$ cat src/tiger_cfg.svh
// tiger engine configuration
// boot vector, exception vector and the register that JAL writes
// shared by the branch unit, the alu and the testbench model

`ifndef TIGER_CFG_SVH
`define TIGER_CFG_SVH

// pc loaded by reset where the first fetch goes
`define TIGER_BOOT_ADDR 32'h0000_0400

// general exception entry
`define TIGER_EXC_ADDR 32'h0000_0180

// return address register for JAL
`define TIGER_LINK_REG 5'd31

`endif

$ cat src/tiger_pkg.sv
// tiger engine shared types
// control word produced by decode, the Wishbone fetch request
// and the retire trace record seen at the core boundary

`default_nettype none

package tigerPkg;

	// branch condition selected by decode
	typedef enum logic [2:0] {
		brNone = 3'd0,	// not a conditional branch
		brEq   = 3'd1,	// rs == rt
		brNe   = 3'd2,	// rs != rt
		brLez  = 3'd3,	// rs <= 0
		brGtz  = 3'd4,	// rs > 0
		brLtz  = 3'd5,	// rs < 0
		brGez  = 3'd6	// rs >= 0
	} branchTypeT;

	// integer operation for the alu
	typedef enum logic [2:0] {
		aluAddu  = 3'd0,
		aluSubu  = 3'd1,
		aluAddiu = 3'd2,
		aluOri   = 3'd3,	// zero extended immediate
		aluLui   = 3'd4,
		aluNone  = 3'd7	// result forced to zero
	} aluOpT;

	// decoded control word of 12 bits
	typedef struct packed {
		logic       branch;		// conditional branch
		logic       jump;		// J or JAL, index target
		logic       regJump;	// JR or JALR, target in rs
		logic       link;		// write pc+8
		branchTypeT branchType;
		aluOpT      aluOp;
		logic       regWrite;	// instruction writes a register
		logic       useRd;		// dest is rd, else rt or link reg
	} controlT;

	// read only Wishbone classic request without we
	typedef struct packed {
		logic        cyc;
		logic        stb;
		logic [31:0] adr;
	} wbReqT;

	// one 71-bit record per retired instruction
	typedef struct packed {
		logic        valid;
		logic [31:0] pc;
		logic        regWrite;	// low for discarded or non writing instructions
		logic [4:0]  dest;
		logic [31:0] value;
	} retireT;

endpackage

`default_nettype wire

$ cat src/tiger_fetch.sv
// tigerFetch
// Wishbone classic instruction fetch master
// opens the bus cycle once reset is released and keeps cyc and stb up,
// the address follows the pc from the branch unit which only moves on ack,
// so adr is steady for as long as the slave withholds ack
// the ack cycle delivers the instruction and ends the stall

`default_nettype none

module tigerFetch (
	input  wire logic         clk,
	input  wire logic         reset,
	output logic              stall,		// high while no instruction is delivered
	input  wire logic [31:0]  pc,			// address to fetch
	output logic [31:0]       instr,		// word taken in the ack cycle
	output logic              fetchDone,	// ack of an open request
	output tigerPkg::wbReqT   wbReq,
	input  wire logic [31:0]  wbDatIn,
	input  wire logic         wbAck
);

	logic busOpen;	// request active since reset release

	// bus is idle in reset and the first cycle after reset requests boot addr
	always_ff @(posedge clk) begin
		if (reset) begin
			busOpen <= 1'b0;
		end else begin
			busOpen <= 1'b1;	// held open from one instruction to the next
		end
	end

	// request held steady until ack
	always_comb begin
		wbReq.cyc = busOpen;
		wbReq.stb = busOpen;
		wbReq.adr = pc;	// pc register only moves in ack cycles
	end

	// ack outside an open cycle is ignored
	assign fetchDone = busOpen & wbAck;
	assign stall     = ~fetchDone;

	// data word is only meaningful while fetchDone is high
	assign instr = wbDatIn;

endmodule

`default_nettype wire

$ cat src/tiger_decode.sv
// tigerDecode
// instruction word to control struct for the supported MIPS subset,
// integer ops, conditional branches and jumps
// anything not listed decodes as a no-op with no register write

`default_nettype none

module tigerDecode (
	input  wire logic [31:0]  instr,
	output tigerPkg::controlT control
);

	logic [5:0] opcode;
	logic [5:0] funct;
	logic [4:0] rtField;	// REGIMM sub opcode

	assign opcode  = instr[31:26];
	assign funct   = instr[5:0];
	assign rtField = instr[20:16];

	always_comb begin
		// no-op defaults
		control.branch     = 1'b0;
		control.jump       = 1'b0;
		control.regJump    = 1'b0;
		control.link       = 1'b0;
		control.branchType = tigerPkg::brNone;
		control.aluOp      = tigerPkg::aluNone;
		control.regWrite   = 1'b0;
		control.useRd      = 1'b0;

		case (opcode)
			6'h00: begin	// SPECIAL selected by funct
				case (funct)
					6'h21: begin	// ADDU
						control.aluOp    = tigerPkg::aluAddu;
						control.regWrite = 1'b1;
						control.useRd    = 1'b1;
					end
					6'h23: begin	// SUBU
						control.aluOp    = tigerPkg::aluSubu;
						control.regWrite = 1'b1;
						control.useRd    = 1'b1;
					end
					6'h08: control.regJump = 1'b1;	// JR
					6'h09: begin	// JALR linking to rd
						control.regJump  = 1'b1;
						control.link     = 1'b1;
						control.regWrite = 1'b1;
						control.useRd    = 1'b1;
					end
					default: ;
				endcase
			end
			6'h01: begin	// REGIMM without the link forms
				if (rtField == 5'd0) begin
					control.branch     = 1'b1;
					control.branchType = tigerPkg::brLtz;
				end else if (rtField == 5'd1) begin
					control.branch     = 1'b1;
					control.branchType = tigerPkg::brGez;
				end
			end
			6'h02: control.jump = 1'b1;	// J
			6'h03: begin	// JAL writing the link reg
				control.jump     = 1'b1;
				control.link     = 1'b1;
				control.regWrite = 1'b1;
			end
			6'h04: begin	// BEQ
				control.branch     = 1'b1;
				control.branchType = tigerPkg::brEq;
			end
			6'h05: begin	// BNE
				control.branch     = 1'b1;
				control.branchType = tigerPkg::brNe;
			end
			6'h06: begin	// BLEZ
				control.branch     = 1'b1;
				control.branchType = tigerPkg::brLez;
			end
			6'h07: begin	// BGTZ
				control.branch     = 1'b1;
				control.branchType = tigerPkg::brGtz;
			end
			6'h09: begin	// ADDIU
				control.aluOp    = tigerPkg::aluAddiu;
				control.regWrite = 1'b1;
			end
			6'h0d: begin	// ORI
				control.aluOp    = tigerPkg::aluOri;
				control.regWrite = 1'b1;
			end
			6'h0f: begin	// LUI
				control.aluOp    = tigerPkg::aluLui;
				control.regWrite = 1'b1;
			end
			default: ;
		endcase
	end

endmodule

`default_nettype wire

$ cat src/tiger_regfile.sv
// tigerRegfile
// 32 x 32-bit general purpose registers
// two asynchronous read ports and one synchronous write port,
// register zero reads as zero whatever is written to it

`default_nettype none

module tigerRegfile (
	input  wire logic        clk,
	input  wire logic        reset,
	input  wire logic [4:0]  rsAddr,
	input  wire logic [4:0]  rtAddr,
	output logic [31:0]      rs,
	output logic [31:0]      rt,
	input  wire logic        we,		// already qualified by the core
	input  wire logic [4:0]  wAddr,
	input  wire logic [31:0] wData
);

	logic [31:0] regs [32];

	always_ff @(posedge clk) begin
		if (reset) begin
			for (int i = 0; i < 32; i++) begin
				regs[i] <= '0;
			end
		end else if (we && wAddr != 5'd0) begin
			regs[wAddr] <= wData;
		end
	end

	// r0 decoded out explicitly
	assign rs = (rsAddr == 5'd0) ? 32'd0 : regs[rsAddr];
	assign rt = (rtAddr == 5'd0) ? 32'd0 : regs[rtAddr];

endmodule

`default_nettype wire

$ cat src/tiger_alu.sv
// tigerAlu
// integer results for ADDU, SUBU, ADDIU, ORI and LUI
// and the pc+8 return address for JAL and JALR,
// also picks the destination register from rd, rt or the link reg

`default_nettype none

`include "tiger_cfg.svh"

module tigerAlu (
	input  wire logic [31:0]  instr,
	input  tigerPkg::controlT control,
	input  wire logic [31:0]  pc,		// address of this instruction
	input  wire logic [31:0]  rs,
	input  wire logic [31:0]  rt,
	output logic [4:0]        dest,
	output logic [31:0]       result
);

	logic [31:0] immSigned;
	logic [31:0] immZero;
	logic [31:0] opResult;

	assign immSigned = {{16{instr[15]}}, instr[15:0]};
	assign immZero   = {16'd0, instr[15:0]};	// ORI is a logical op

	always_comb begin
		case (control.aluOp)
			tigerPkg::aluAddu:  opResult = rs + rt;	// no overflow trap
			tigerPkg::aluSubu:  opResult = rs - rt;
			tigerPkg::aluAddiu: opResult = rs + immSigned;
			tigerPkg::aluOri:   opResult = rs | immZero;
			tigerPkg::aluLui:   opResult = {instr[15:0], 16'd0};
			default:            opResult = 32'd0;
		endcase
	end

	// return address skips the delay slot
	assign result = control.link ? pc + 32'd8 : opResult;

	// JALR links to rd, JAL to the fixed link reg, immediates to rt
	always_comb begin
		if (control.useRd) begin
			dest = instr[15:11];
		end else if (control.link) begin
			dest = `TIGER_LINK_REG;
		end else begin
			dest = instr[20:16];
		end
	end

endmodule

`default_nettype wire

$ cat src/tiger_branch.sv
// tigerBranch
// owns the program counter
// evaluates branch conditions, computes branch and jump targets,
// tracks the delay slot and takes exceptions to the handler
// epc points at the branch when the faulting instruction is its delay slot

`default_nettype none

`include "tiger_cfg.svh"

module tigerBranch (
	input  wire logic         clk,
	input  wire logic         reset,
	input  wire logic         stall,		// no instruction this cycle
	input  wire logic         exception,	// only looked at when not stalled
	input  wire logic [31:0]  instr,
	input  tigerPkg::controlT control,
	input  wire logic [31:0]  rs,
	input  wire logic [31:0]  rt,
	output logic [31:0]       pc,			// address being fetched
	output logic [31:0]       epc,
	output logic              branchDelay	// current instruction sits in a delay slot
);

	logic [31:0] pcPlus4;
	logic [31:0] branchTarget;
	logic [31:0] jumpTarget;
	logic [31:0] target;
	logic [31:0] pendingTarget;	// taken target, used after the delay slot
	logic [31:0] branchAddr;	// address of the branch that owns the slot
	logic        rsZero;
	logic        condMet;
	logic        redirect;

	assign pcPlus4      = pc + 32'd4;
	assign branchTarget = pcPlus4 + {{14{instr[15]}}, instr[15:0], 2'b00};
	assign jumpTarget   = {pcPlus4[31:28], instr[25:0], 2'b00};	// stays in the 256MB region
	assign rsZero       = (rs == 32'd0);

	always_comb begin
		case (control.branchType)
			tigerPkg::brEq:  condMet = (rs == rt);
			tigerPkg::brNe:  condMet = (rs != rt);
			tigerPkg::brLez: condMet = rs[31] | rsZero;
			tigerPkg::brGtz: condMet = ~rs[31] & ~rsZero;
			tigerPkg::brLtz: condMet = rs[31];
			tigerPkg::brGez: condMet = ~rs[31];
			default:         condMet = 1'b0;
		endcase
	end

	// a branch inside a delay slot does not redirect
	assign redirect = ~branchDelay
		& ((control.branch & condMet) | control.jump | control.regJump);

	always_comb begin
		if (control.regJump) begin
			target = rs;
		end else if (control.jump) begin
			target = jumpTarget;
		end else begin
			target = branchTarget;
		end
	end

	always_ff @(posedge clk) begin
		if (reset) begin
			pc          <= `TIGER_BOOT_ADDR;
			branchDelay <= 1'b0;
			epc         <= 32'd0;
		end else if (!stall) begin
			if (exception) begin
				// instruction discarded, pending target dropped
				epc         <= branchDelay ? branchAddr : pc;
				pc          <= `TIGER_EXC_ADDR;
				branchDelay <= 1'b0;
			end else if (branchDelay) begin
				pc          <= pendingTarget;	// slot done
				branchDelay <= 1'b0;
			end else begin
				pc          <= pcPlus4;	// next is the slot when redirecting
				branchDelay <= redirect;
			end
		end
	end

	// target and owner address of the branch whose slot comes next
	always_ff @(posedge clk) begin
		if (!stall && redirect) begin
			pendingTarget <= target;
			branchAddr    <= pc;
		end
	end

endmodule

`default_nettype wire

$ cat src/tiger_core.sv
// tigerCore
// single issue MIPS subset engine without pipelining,
// one instruction executes in its fetch ack cycle
// write back and retire are qualified by fetchDone, an exception
// discards the instruction but still retires it with no register write

`default_nettype none

module tigerCore (
	input  wire logic         clk,
	input  wire logic         reset,
	input  wire logic         exception,
	output tigerPkg::wbReqT   wbReq,
	input  wire logic [31:0]  wbDatIn,
	input  wire logic         wbAck,
	output logic [31:0]       epc,
	output tigerPkg::retireT  retire
);

	logic              stall;
	logic [31:0]       pc;
	logic [31:0]       instr;
	logic              fetchDone;
	tigerPkg::controlT control;
	logic [31:0]       rs;
	logic [31:0]       rt;
	logic [4:0]        dest;
	logic [31:0]       result;
	logic              regWe;

	tigerFetch fetchUnit (
		.clk       (clk),
		.reset     (reset),
		.stall     (stall),
		.pc        (pc),
		.instr     (instr),
		.fetchDone (fetchDone),
		.wbReq     (wbReq),
		.wbDatIn   (wbDatIn),
		.wbAck     (wbAck)
	);

	tigerDecode decodeUnit (
		.instr   (instr),
		.control (control)
	);

	tigerRegfile regfile (
		.clk    (clk),
		.reset  (reset),
		.rsAddr (instr[25:21]),
		.rtAddr (instr[20:16]),
		.rs     (rs),
		.rt     (rt),
		.we     (regWe),
		.wAddr  (dest),
		.wData  (result)
	);

	tigerAlu alu (
		.instr   (instr),
		.control (control),
		.pc      (pc),
		.rs      (rs),
		.rt      (rt),
		.dest    (dest),
		.result  (result)
	);

	// slot flag stays inside the branch unit
	tigerBranch branchUnit (
		.clk         (clk),
		.reset       (reset),
		.stall       (stall),
		.exception   (exception),
		.instr       (instr),
		.control     (control),
		.rs          (rs),
		.rt          (rt),
		.pc          (pc),
		.epc         (epc),
		.branchDelay ()
	);

	// only a delivered, non excepting instruction writes
	assign regWe = fetchDone & ~exception & control.regWrite;

	assign retire = '{
		valid:    fetchDone,
		pc:       pc,
		regWrite: regWe,
		dest:     dest,
		value:    result
	};

endmodule

`default_nettype wire

$ cat config.mk
export PLATFORM = sky130hd
export DESIGN_NAME = tigerCore
export DESIGN_NICKNAME = d
export VERILOG_FILES = /design/src/tiger_pkg.sv /design/src/tiger_fetch.sv /design/src/tiger_decode.sv /design/src/tiger_regfile.sv /design/src/tiger_alu.sv /design/src/tiger_branch.sv /design/src/tiger_core.sv
export VERILOG_INCLUDE_DIRS = /design/src
export SDC_FILE = /design/constraint.sdc
export NUM_CORES = 2
export LEC_CHECK = 0
export BUFFER_PORTS_ARGS = -buffer_cell sky130_fd_sc_hd__buf_2
export CORE_MARGIN = 4
export CORE_UTILIZATION = 60
export DETAILED_ROUTE_END_ITERATION = 8
export PLACE_DENSITY = 0.81
export SYNTH_ARGS = -nofsm -noshare
export SYNTH_HDL_FRONTEND = slang
export SYNTH_HIERARCHICAL = 1
export SYNTH_SLANG_ARGS = --single-unit
$ cat constraint.sdc
create_clock -name clk -period 13.3 [get_ports clk]
set_clock_uncertainty 0.2 [all_clocks]
set_input_delay 0.665 -clock clk [delete_from_list [all_inputs] [get_ports clk]]
set_output_delay 0.665 -clock clk [all_outputs]
set_load 0.02 [all_outputs]
==> results_dict.tcl <==
set metrics [dict create \
    wl_per_cell_um 35.0 \
    ctsHoldBuffers 0 \
    rsz0062_at_grt "false" \
    cts.clk_slew.worst_paths_ps 60 \
    io_buffer_count 172 \
    crit_path_end_kind "primary output" \
    start_util_pct 60.8 \
    slew_headroom_pct -5.31 \
    pin_count 173 \
    nNetsFinal 5300 \
    routed_wl_um 238000 \
    p_leak_nw 26.8 \
    crit_path_start_kind "primary input" \
    criticalPathCategory "primary input to primary output" \
    pwr-share-comb_pct 15.0 \
    wl_met2_um 98900 \
    vias_per_cell 7.47 \
    intPower_mw 6.33 \
    ys_types 112 \
    yosys-top-cells-count "edfxtp_1 (1,088), and2_1 (1,009), mux4_2 (472), clkbuf_1 (335), nor2_1 (206)" \
    period_minus_slack_ps 10630 \
    drtIter0Drc 9379 \
    p_sw_mw 2.35 \
    clk_path_buf_depth 3 \
    worst_pin_slew_ps 1570 \
    placed_cell_area_um2 69900 \
    synth_edf_count 1088 \
    vias 50700 \
    slew_viol_final 10 \
    core-area_um2 111000 \
    grt_max_degree 109 \
    yosys-top-cells-area "edfxtp_1 (48%), mux4_2 (16%), and2_1 (9.3%), mux2i_1 (2.8%), dfxtp_1 (2.0%)" \
    die_h_um 344 \
    grt_use_total_pct 39.8 \
    status "complete, but fails checks" \
    yosys.area.top_type_share_pct 48.3 \
    antenna_left 0 \
    syn2layout_area_growth_pct 8.75 \
    die_x_um 344 \
    postCtsResizedCells 0 \
    gr-total-overflow 0 \
    crit_chain "buf_8, buf_4, mux4_2, a22o_1, a2111oi_1, nor3_1, buf_4, nor3_1, nand4_2, nand4bb_1, or3_1, nor3_2, o21ai_0, a21oi_1, ha_1, a21oi_1, o21ai_0, a21oi_1, o21bai_1, a32oi_1, a21oi_1, or4b_2, nand3_1, buf_2" \
    postSynthAreaPerCell_um2 13.1 \
    drive_above_1_share_pct 23.3 \
    powerDensity_nw_per_um2 118 \
    cts_buffers 118 \
    cap_violations 3 \
    finalHoldViolCount 0 \
    ys_ff_latch 1154 \
    async_reset_ff_share_pct 0 \
    ir_drop_mv 0.138 \
    drt_first_pass_iters 8 \
    cp.arrival_ps 9760 \
    clkPwrFrac_pct 37.1 \
    cts_tree "built" \
    routed-wl-met3_um 41900 \
    hpwl_um 147000 \
    clock.fmax_mhz 94.1 \
    worstPathRequired_ps 12440 \
    worst_path_most_repeated_cell "a21oi_1" \
    synth.largest_area_cell "edfxtp_1" \
    top_layer_used "met5" \
    fill_cells 7668 \
    switching_share_pct 27.1 \
    htreeDepth 3 \
    clock_sinks 1154 \
    stdcell_area_um2 73600 \
    max_stage_delay_ps 1160 \
    postCtsSetupBuffers 0 \
    seq_power_share_pct 47.9 \
    synth_cells 5180 \
    wl_met1_um 78900 \
    synthFlopType "edfxtp_1" \
    violations "capacitance limit, slew limit" \
    synth.most_common_cell "edfxtp_1" \
    syn_area_um2 67700 \
    tns_ps 0 \
    rows 122 \
    yosysSeqAreaShare_pct 50.2 \
    clkLatencyLatePin_ps 760 \
    hp-class "primary input to register" \
    gp_congestion 0.977 \
    worst-path-max-fanout 78 \
    grt_first_pass_wirelength_um 340000 \
    finalSetupViolations 0 \
    cts_root_buffer "clkbuf_16" \
    slowest_stage "a2111oi_1" \
    drcViolationCount 0 \
    die_area_um2 118000 \
    antenna_found_initial 16 \
    ys_warn_count 6 \
    finalCritPeriodShare_pct 79.9 \
    final_core_util_pct 66.2 \
    grt_pass1_vias 49300 \
]
## final cells by class
cell class	instances	area, um2	share of cell area (%)
sequential	1154	34000	46.2
tap	1488	1860	2.53
multi-input combinational	3476	31300	42.5
clock buffer	147	3110	4.23
timing repair buffer	398	2630	3.57
clock inverter	74	563	0.765
inverter	38	143	0.194
antenna	10	25.0	0.0340
## per-layer routing
layer,GRT usage [%],up-vias
met3,15.1,1099
met2,56.3,5130
met5,0.327,-
met4,24.0,8
met1,52.6,24600
li1,-,19800
## worst paths after layout
check | start | end | slack, ps | cells after the start
worst min-delay path | reset | regfile/regs[0][4] | 220 | 1
worst min register to register | branchUnit/pendingTarget[10] | branchUnit/pc[10] | 280 | 2
worst max-delay path | wbDatIn[16] | retire[30] | 2670 | 24
worst max register to register | regfile/regs[31][4] | regfile/regs[15][30] | 4910 | 22
## registers in the layout, summed over array words and instances (netlist names)
signal                    count
branchUnit/pc                32
branchUnit/branchDelay        1
branchUnit/branchAddr        32
branchUnit/epc               32
regfile/regs               1024
branchUnit/pendingTarget     32
fetchUnit/busOpen             1
## stage by stage
step | setup WS (ps) | cells | hold WS [ps] | power [mW]
6_report | 2670 | 6785 | 218 | 8.68
5_1_grt | 2130 | 6776 | 198 | 8.86
4_1_cts | 3040 | 6775 | 192 | 8.61
3_5_place_dp | 3070 | 6554 | 261 | 5.46
3_3_place_gp | 3100 | 6554 | 262 | 5.45
2_1_floorplan | 6030 | 5211 | 239 | 5.01
## power by group through the flow
stage	registers (mW)	logic [mW]	clock network, mW
after global routing	4.16	1.34	3.36
final	4.15	1.31	3.22
after CTS	4.15	1.25	3.22
after detailed placement	4.22	1.24	0
after floorplan	4.20	0.806	0
after global placement	4.21	1.23	0
## layout by cell type, fill, tap and decap left out, types with 52 or more instances in the layout
master / instances
a22oi_1: 52
mux4_2: 472
edfxtp_1: 1088
buf_4: 226
nand2_1: 150
a22o_1: 68
o21ai_0: 93
nor2_1: 172
xnor2_1: 84
dfxtp_1: 65
a21oi_1: 134
clkbuf_16: 120
nor3_1: 73
ha_1: 76
and2_1: 1008
o22ai_1: 110
buf_2: 165
mux2i_1: 191
## cell families (layout without fill, tap and decap cells)
group                      count (synthesis)  after routing  share of synthesized area (%)
xor gates and xnor gates                 128            128                           1.66
AOI/OAI and AO/OA                        798            798                           8.35
muxes                                    702            702                           19.2
and+or+nand+nor                         1738           1738                           14.9
DFF                                     1154           1154                           50.2
other                                      1             42                        0.00554
buffers and inverters                    581            657                           4.24
adders and majority gates                 78             78                           1.46
## worst max-delay path: cells and delay by family
| kind | cells | cell delay [ps] |
|---|---|---|
| AND/OR/NAND/NOR | 8 | 3420 |
| AO/OA/AOI/OAI | 10 | 2870 |
| adder cells (fa/ha/maj) | 1 | 280 |
| multiplexers | 1 | 570 |
| buffers and inverters | 4 | 1740 |
Note: power is estimated with default switching activity, not from simulation.
